[config.mk]
export PLATFORM = sky130hd
export DESIGN_NAME = rsa_top
export DESIGN_NICKNAME = d
export VERILOG_FILES = /design/src/rsa_pkg.sv /design/src/r2_mod_n.sv /design/src/mont_mul.sv /design/src/exp_ctrl.sv /design/src/rsa_top.sv
export VERILOG_INCLUDE_DIRS = /design/src /design/src/include
export SDC_FILE = /design/constraint.sdc
export NUM_CORES = 2
export LEC_CHECK = 0
export CORE_ASPECT_RATIO = 1.75
export CORE_MARGIN = 2
export CORE_UTILIZATION = 67
export DETAILED_ROUTE_END_ITERATION = 12
export DONT_BUFFER_PORTS = 1
export GPL_ROUTABILITY_DRIVEN = 0
export GPL_TIMING_DRIVEN = 0
export PLACE_DENSITY = 0.79
export SLEW_MARGIN = 5
export SYNTH_ARGS = -nofsm -noshare
export SYNTH_HDL_FRONTEND = slang
export SYNTH_SLANG_ARGS = --single-unit
[constraint.sdc]
create_clock -name clk -period 17.7 [get_ports clk]
set_input_delay 3.54 -clock clk [delete_from_list [all_inputs] [get_ports clk]]
set_output_delay 3.54 -clock clk [all_outputs]
set_load 0.01 [all_outputs]
[src/include/rsa_defines.svh]
`ifndef RSA_DEFINES_SVH
`define RSA_DEFINES_SVH

// operand width in bits
`define RSA_W 64

// doubling steps needed to reach R squared from 1
`define RSA_R2_STEPS (2 * `RSA_W)

// counter width, must hold RSA_R2_STEPS
`define RSA_CNT_W 8

`endif

[src/rsa_pkg.sv]
`include "rsa_defines.svh"

package rsa_pkg;

    // one operand or result word
    typedef logic [`RSA_W-1:0] rsa_word_t;

    // request as presented at the top level
    // in mode 1 exp carries the second factor
    typedef struct packed {
        logic      mode;
        rsa_word_t msg;
        rsa_word_t exp;
        rsa_word_t modulus;
    } rsa_req_t;

    // operand pair for one Montgomery product
    typedef struct packed {
        rsa_word_t x;
        rsa_word_t y;
    } mont_op_t;

endpackage

[src/r2_mod_n.sv]
`timescale 1ns/1ps
`include "rsa_defines.svh"

module r2_mod_n (
    input  logic               clk,
    input  logic               rst_n,
    input  logic               r2_start,
    input  rsa_pkg::rsa_word_t modulus,
    output rsa_pkg::rsa_word_t r2,
    output logic               r2_done
);

    logic [`RSA_W:0]       acc;
    logic [`RSA_CNT_W-1:0] cnt;
    logic [`RSA_W+1:0]     dbl;
    logic [`RSA_W+1:0]     diff;

    // acc stays below N, so the doubled value fits and one subtract is enough
    assign dbl  = {acc, 1'b0};
    assign diff = dbl - {2'b00, modulus};

    always_ff @(posedge clk) begin
        if (!rst_n) begin
            cnt     <= '0;
            r2_done <= 1'b0;
        end else begin
            r2_done <= 1'b0;
            if (r2_start) begin
                cnt <= `RSA_CNT_W'(`RSA_R2_STEPS);
            end else if (cnt != '0) begin
                cnt     <= cnt - 1'b1;
                r2_done <= (cnt == `RSA_CNT_W'(1));
            end
        end
    end

    always_ff @(posedge clk) begin
        if (r2_start) begin
            acc <= (`RSA_W+1)'(1);
        end else if (cnt != '0) begin
            acc <= diff[`RSA_W+1] ? dbl[`RSA_W:0] : diff[`RSA_W:0];
        end
    end

    assign r2 = acc[`RSA_W-1:0];

endmodule

[src/mont_mul.sv]
`timescale 1ns/1ps
`include "rsa_defines.svh"

module mont_mul (
    input  logic               clk,
    input  logic               rst_n,
    input  logic               mul_start,
    input  rsa_pkg::mont_op_t  mul_op,
    input  rsa_pkg::rsa_word_t modulus,
    output rsa_pkg::rsa_word_t prod,
    output logic               mul_done
);

    // one step per bit of x, plus the final subtract
    localparam logic [`RSA_CNT_W-1:0] total_cycles = `RSA_CNT_W'(`RSA_W + 1);

    rsa_pkg::rsa_word_t    x_q;
    rsa_pkg::rsa_word_t    y_q;
    logic [`RSA_W:0]       acc;
    logic [`RSA_CNT_W-1:0] cnt;
    logic [`RSA_W+1:0]     sum_y;
    logic [`RSA_W+1:0]     sum_n;
    logic [`RSA_W+1:0]     diff;

    // acc < 2N holds across steps, so W+2 bits cover acc + y + N
    always_comb begin
        sum_y = {1'b0, acc} + (x_q[0] ? {2'b00, y_q} : '0);
        sum_n = sum_y + (sum_y[0] ? {2'b00, modulus} : '0);
    end

    assign diff = {1'b0, acc} - {2'b00, modulus};

    always_ff @(posedge clk) begin
        if (!rst_n) begin
            cnt      <= '0;
            mul_done <= 1'b0;
        end else begin
            mul_done <= 1'b0;
            if (mul_start) begin
                cnt <= total_cycles;
            end else if (cnt != '0) begin
                cnt      <= cnt - 1'b1;
                mul_done <= (cnt == `RSA_CNT_W'(1));
            end
        end
    end

    always_ff @(posedge clk) begin
        if (mul_start) begin
            x_q <= mul_op.x;
            y_q <= mul_op.y;
            acc <= '0;
        end else if (cnt > `RSA_CNT_W'(1)) begin
            // sum_n is even here, halve it
            acc <= sum_n[`RSA_W+1:1];
            x_q <= x_q >> 1;
        end else if (cnt == `RSA_CNT_W'(1) && !diff[`RSA_W+1]) begin
            acc <= diff[`RSA_W:0];
        end
    end

    // valid while mul_done is high and until the next start
    assign prod = acc[`RSA_W-1:0];

endmodule

[src/exp_ctrl.sv]
`timescale 1ns/1ps
`include "rsa_defines.svh"

module exp_ctrl (
    input  logic               clk,
    input  logic               rst_n,
    input  logic               start,
    input  rsa_pkg::rsa_req_t  req,
    output rsa_pkg::rsa_word_t modulus,
    output logic               r2_start,
    input  rsa_pkg::rsa_word_t r2,
    input  logic               r2_done,
    output logic               mul_start,
    output rsa_pkg::mont_op_t  mul_op,
    input  rsa_pkg::rsa_word_t prod,
    input  logic               mul_done,
    output rsa_pkg::rsa_word_t result,
    output logic               busy,
    output logic               done
);

    typedef enum logic [2:0] {
        s_idle,
        s_r2_wait,
        s_conv_in,
        s_bit_test,
        s_mul_wait,
        s_sqr_wait,
        s_conv_out,
        s_finish
    } state_t;

    localparam rsa_pkg::rsa_word_t word_one = rsa_pkg::rsa_word_t'(1);

    state_t                state;
    logic                  conv_sel;
    logic [`RSA_CNT_W-1:0] bit_cnt;
    logic                  last_bit;
    logic                  mode_q;
    rsa_pkg::rsa_word_t    msg_q;
    rsa_pkg::rsa_word_t    exp_q;
    rsa_pkg::rsa_word_t    mod_q;
    rsa_pkg::rsa_word_t    r2_q;
    rsa_pkg::rsa_word_t    c_q;
    rsa_pkg::rsa_word_t    p_q;

    assign last_bit = (bit_cnt == `RSA_CNT_W'(`RSA_W));

    always_ff @(posedge clk) begin
        if (!rst_n) begin
            state     <= s_idle;
            r2_start  <= 1'b0;
            mul_start <= 1'b0;
            conv_sel  <= 1'b0;
            bit_cnt   <= '0;
            result    <= '0;
        end else begin
            r2_start  <= 1'b0;
            mul_start <= 1'b0;
            case (state)
                s_idle: begin
                    if (start) begin
                        state    <= s_r2_wait;
                        r2_start <= 1'b1;
                        conv_sel <= 1'b0;
                        bit_cnt  <= '0;
                    end
                end
                s_r2_wait: begin
                    if (r2_done) begin
                        state     <= s_conv_in;
                        mul_start <= 1'b1;
                    end
                end
                s_conv_in: begin
                    // mode 1 converts only M while mode 0 also converts C
                    if (mul_done) begin
                        if (mode_q) begin
                            state     <= s_conv_out;
                            mul_start <= 1'b1;
                        end else if (!conv_sel) begin
                            conv_sel  <= 1'b1;
                            mul_start <= 1'b1;
                        end else begin
                            state <= s_bit_test;
                        end
                    end
                end
                s_bit_test: begin
                    mul_start <= 1'b1;
                    if (last_bit) begin
                        state <= s_conv_out;
                    end else if (exp_q[0]) begin
                        state <= s_mul_wait;
                    end else begin
                        state <= s_sqr_wait;
                    end
                end
                s_mul_wait: begin
                    if (mul_done) begin
                        state     <= s_sqr_wait;
                        mul_start <= 1'b1;
                    end
                end
                s_sqr_wait: begin
                    if (mul_done) begin
                        state   <= s_bit_test;
                        bit_cnt <= bit_cnt + 1'b1;
                    end
                end
                s_conv_out: begin
                    if (mul_done) begin
                        state  <= s_finish;
                        result <= prod;
                    end
                end
                default: state <= s_idle;
            endcase
        end
    end

    // operands and intermediate values
    always_ff @(posedge clk) begin
        case (state)
            s_idle: begin
                if (start) begin
                    mode_q <= req.mode;
                    msg_q  <= req.msg;
                    exp_q  <= req.exp;
                    mod_q  <= req.modulus;
                end
            end
            s_r2_wait: begin
                if (r2_done) begin
                    r2_q   <= r2;
                    mul_op <= '{x: msg_q, y: r2};
                end
            end
            s_conv_in: begin
                if (mul_done && !conv_sel) begin
                    p_q <= prod;
                    if (mode_q) begin
                        mul_op <= '{x: prod, y: exp_q};
                    end else begin
                        mul_op <= '{x: word_one, y: r2_q};
                    end
                end else if (mul_done) begin
                    c_q <= prod;
                end
            end
            s_bit_test: begin
                if (last_bit) begin
                    mul_op <= '{x: c_q, y: word_one};
                end else if (exp_q[0]) begin
                    mul_op <= '{x: c_q, y: p_q};
                end else begin
                    mul_op <= '{x: p_q, y: p_q};
                end
            end
            s_mul_wait: begin
                if (mul_done) begin
                    c_q    <= prod;
                    mul_op <= '{x: p_q, y: p_q};
                end
            end
            s_sqr_wait: begin
                if (mul_done) begin
                    p_q   <= prod;
                    exp_q <= exp_q >> 1;
                end
            end
            default: ;
        endcase
    end

    assign modulus = mod_q;
    // busy covers the done cycle and drops on the following edge
    assign busy    = (state != s_idle);
    assign done    = (state == s_finish);

endmodule

[src/rsa_top.sv]
`timescale 1ns/1ps

module rsa_top (
    input  logic               clk,
    input  logic               rst_n,
    input  logic               start,
    input  rsa_pkg::rsa_req_t  req,
    output rsa_pkg::rsa_word_t result,
    output logic               busy,
    output logic               done
);

    rsa_pkg::rsa_word_t modulus;
    rsa_pkg::rsa_word_t r2;
    rsa_pkg::rsa_word_t prod;
    rsa_pkg::mont_op_t  mul_op;
    logic               r2_start;
    logic               r2_done;
    logic               mul_start;
    logic               mul_done;

    exp_ctrl u_ctrl (
        .clk       (clk),
        .rst_n     (rst_n),
        .start     (start),
        .req       (req),
        .modulus   (modulus),
        .r2_start  (r2_start),
        .r2        (r2),
        .r2_done   (r2_done),
        .mul_start (mul_start),
        .mul_op    (mul_op),
        .prod      (prod),
        .mul_done  (mul_done),
        .result    (result),
        .busy      (busy),
        .done      (done)
    );

    // both units see the modulus captured with the request
    r2_mod_n u_r2 (
        .clk      (clk),
        .rst_n    (rst_n),
        .r2_start (r2_start),
        .modulus  (modulus),
        .r2       (r2),
        .r2_done  (r2_done)
    );

    mont_mul u_mul (
        .clk       (clk),
        .rst_n     (rst_n),
        .mul_start (mul_start),
        .mul_op    (mul_op),
        .modulus   (modulus),
        .prod      (prod),
        .mul_done  (mul_done)
    );

endmodule

==> impl_results.md <==
- Die Y: 365 um
- Final setup TNS: 0 ps
- Most common cell after layout, fill and taps aside: nand2_1
- Ports: 262
- RR Startpoint: u_mul.x_q[0]
- Unique cell type count in the Yosys netlist: 95
- Final setup fails: 0
- Pin count of the biggest net entering global routing: 75
- Post-CTS Setup Bufs: 0
- CP arrival: 9600 ps
- RSZ-0062 raised after global routing: false
- Async S/R FF share, synth: 0%
- Buffers added on ports: 0
- Share of layout cells above drive strength 1: 7.66%
- Main synth FF type: edfxtp_1
- Initial antenna violation count: 11
- Syn nets: 5553
- CP startpoint: u_mul.x_q[0]
- Residual DRC: 0
- Layout Nets: 5660
- H-tree depth: 3
- Clock-pin slew on the worst setup and hold paths: 70 ps
- Number of iterations in the first detailed-routing pass: 10
- Maximum clock rate: 0.112 GHz
- Antenna-violating nets left: 0
- Slew HR: 1.60%
- Xor/xnor share of the synthesized area: 4.24%
- Max Cap Viol: 0
- Worst setup SP type: register
- Vias in the first global route: 42600
- Fillers: 5450
- Crit. End Element: register
- GR Overflow Total: 0
- Worst Reg-to-Reg Cells: 26
- CTS tree: yes
- Fin Clk Skew: 36.4 ps
- EDFF count, synth: 641
- CP Max Fanout: 11
- Syn-to-layout area delta: 8.54%
- CP Class: reg2reg
- Synth Area per Inst: 9.80 um2
- Clock Latency Late Sink: 720 ps
- Slew of the pin with the lowest slew margin: 1480 ps
- Gate Count Post-Synth: 5092
- Hold crit path type: reg2reg
- Fin. Hold Viols: 0
- Die area: 0.0768 mm2
- Synth Area in Adders: 6.70%
- Status: completed
- Post-synthesis mux area share: 3.28%
- Final max-slew violation count: 0
- CP endpoint: u_mul.acc[62]
- First-pass GRT wire length: 261000 um
- Hold buffer count at cts: 0
- Num rows: 132
- GR Util All Layers: 46.6%
- Largest family of logic cells by synthesized area: compound AO/OA/AOI/OAI gates
- Clock buffer depth: 3
- Sink Count: 867
- Commonest cells after routing, fill and taps aside: 721 x nand2_1, 641 x edfxtp_1, 465 x nor2_1
- DRT iter0 DRCs: 5404
- Die Width: 210 um
- Final Cycle Share: 50.6%
- Clock root cell: clkbuf_16
- Total wire length: 180000 um
- Area of the core region: 0.0738 mm2
- Initial Util: 67.6%
- Compound-Gate Fraction of Synth Area: 19.1%
- Yosys reg bits: 867
- Resized Gates After CTS: 0
- Critical R2R Capture: u_mul.acc[62]
- Vias per std cell: 7.02
- Yosys warning total: 0
- Crit path required time: 18350 ps
- CTS buffer count: 78
- Synthesized area: 0.0499 mm2
- HPWL Detailed: 133000 um
- Fin crit period: 8960 ps
- Simple-Gate Fraction of Synth Area: 15.4%
- Vias post-DR: 43600
- Post-synthesis sequential area ratio: 47.6%
- Routed wire length per instance: 29.1 um
- R2r setup slk: 8740 ps
per-stage QoR:
stage / instances / hold WS (ps) / area, um2 / util [%] / worst slack [ps]
2_1_floorplan: 5092 / 400 / 49900 / - / 6520
4_1_cts: 6197 / 405 / 54100 / 73.3 / 8810
3_5_place_dp: 6056 / 405 / 51600 / 69.9 / 8810
6_report: 6206 / 402 / 54200 / 73.4 / 8740
5_1_grt: 6201 / 406 / 54200 / 73.4 / 8350
3_3_place_gp: 6030 / 400 / 51100 / 69.2 / -266
cell families (layout without fill, tap and decap cells):
| logic type | Yosys count | count (layout) |
|---|---|---|
| DFF | 867 | 867 |
| adders and majority gates | 265 | 265 |
| xor gates and xnor gates | 240 | 240 |
| other | 0 | 8 |
| AOI/OAI and AO/OA | 1402 | 1402 |
| buffers and inverters | 448 | 616 |
| and+or+nand+nor | 1724 | 1724 |
| muxes | 146 | 146 |
worst max-delay path, stage by stage (launching register included):
cell and delay (ps):
edfxtp_1 340, clkbuf_2 510, clkbuf_1 630, nand2_1 180
inv_1 110, ha_1 240, a211oi_1 300, o211ai_1 220
a22oi_1 720, o22ai_1 460, a211oi_1 880, o41ai_1 310
a41o_1 350, a21oi_1 170, xnor2_1 170, ha_1 260
clkbuf_1 220, a21oi_1 360, o211ai_1 170, a21oi_1 310
nand4_1 140, o31a_1 470, a221o_4 530, a311oi_1 320
xor2_1 110, a221o_1 310, nor2_1 80
Yosys cell counts (43+ instances only):
cell type,count,share of area (%)
o21ai_0,182,1.8
nand3_1,79,0.79
a211oi_1,49,0.74
xor2_1,83,1.5
nand2_1,722,5.4
a311oi_1,57,1.0
clkbuf_1,233,1.8
mux2_2,139,3.1
nor2_1,468,3.5
a221oi_1,150,2.6
inv_1,157,1.2
edfxtp_1,641,39
and2_1,152,1.9
a21o_1,176,2.6
a21oi_1,410,4.1
nor3_1,62,0.62
a21boi_0,78,1.2
o21bai_1,43,0.65
xnor2_1,155,2.7
ha_1,261,6.5
dfxtp_1,226,9.1
nand4_1,61,0.76
sequential cells by signal, summed over array words and instances, names as in the netlist, 64 cells and up:
name and cells:
u_ctrl.mul_op 128, u_ctrl.c_q 64, u_mul.acc 65, u_ctrl.r2_q 64
u_ctrl.modulus 64, u_r2.acc 65, u_ctrl.result 64, u_ctrl.p_q 64
u_ctrl.msg_q 64, u_mul.x_q 64, u_mul.y_q 64, u_ctrl.exp_q 64
worst min path at each step:
stage,depth (start not counted),end,from,slack (ps)
after global routing,0,u_mul.y_q[50],u_ctrl.mul_op[50],410
after global placement,0,u_mul.y_q[48],u_ctrl.mul_op[48],400
after CTS,0,u_mul.y_q[50],u_ctrl.mul_op[50],400
after detailed placement,0,u_mul.y_q[49],u_ctrl.mul_op[49],400
after floorplan,0,u_mul.y_q[0],u_ctrl.mul_op[0],400
final,0,u_mul.y_q[50],u_ctrl.mul_op[50],400
layout make-up:
cell class / count / area (um2) / share of cell area, %
clock buffers: 98 / 2110 / 3.89
plain buffers: 291 / 1230 / 2.27
repair buffers: 27 / 420 / 0.776
diodes: 8 / 20.0 / 0.0370
flip-flops and latches: 867 / 23800 / 43.9
multi-input cells: 3777 / 24400 / 45.1
well taps: 938 / 1170 / 2.17
clock inverters: 43 / 427 / 0.788
inverters: 157 / 597 / 1.10
per-layer routing:
metal | vias to the layer above | GRT usage (%) | wire length (um)
met4 | 8 | 47.2 | 22000
li1 | 18900 | - | -
met2 | 2978 | 75.3 | 82400
met1 | 20600 | 47.8 | 55900
met3 | 1145 | 12.7 | 20100
met5 | - | 0.958 | 142
Power is not shown: default switching activity piles up to over one toggle a cycle in this logic, so the estimate is an artifact.
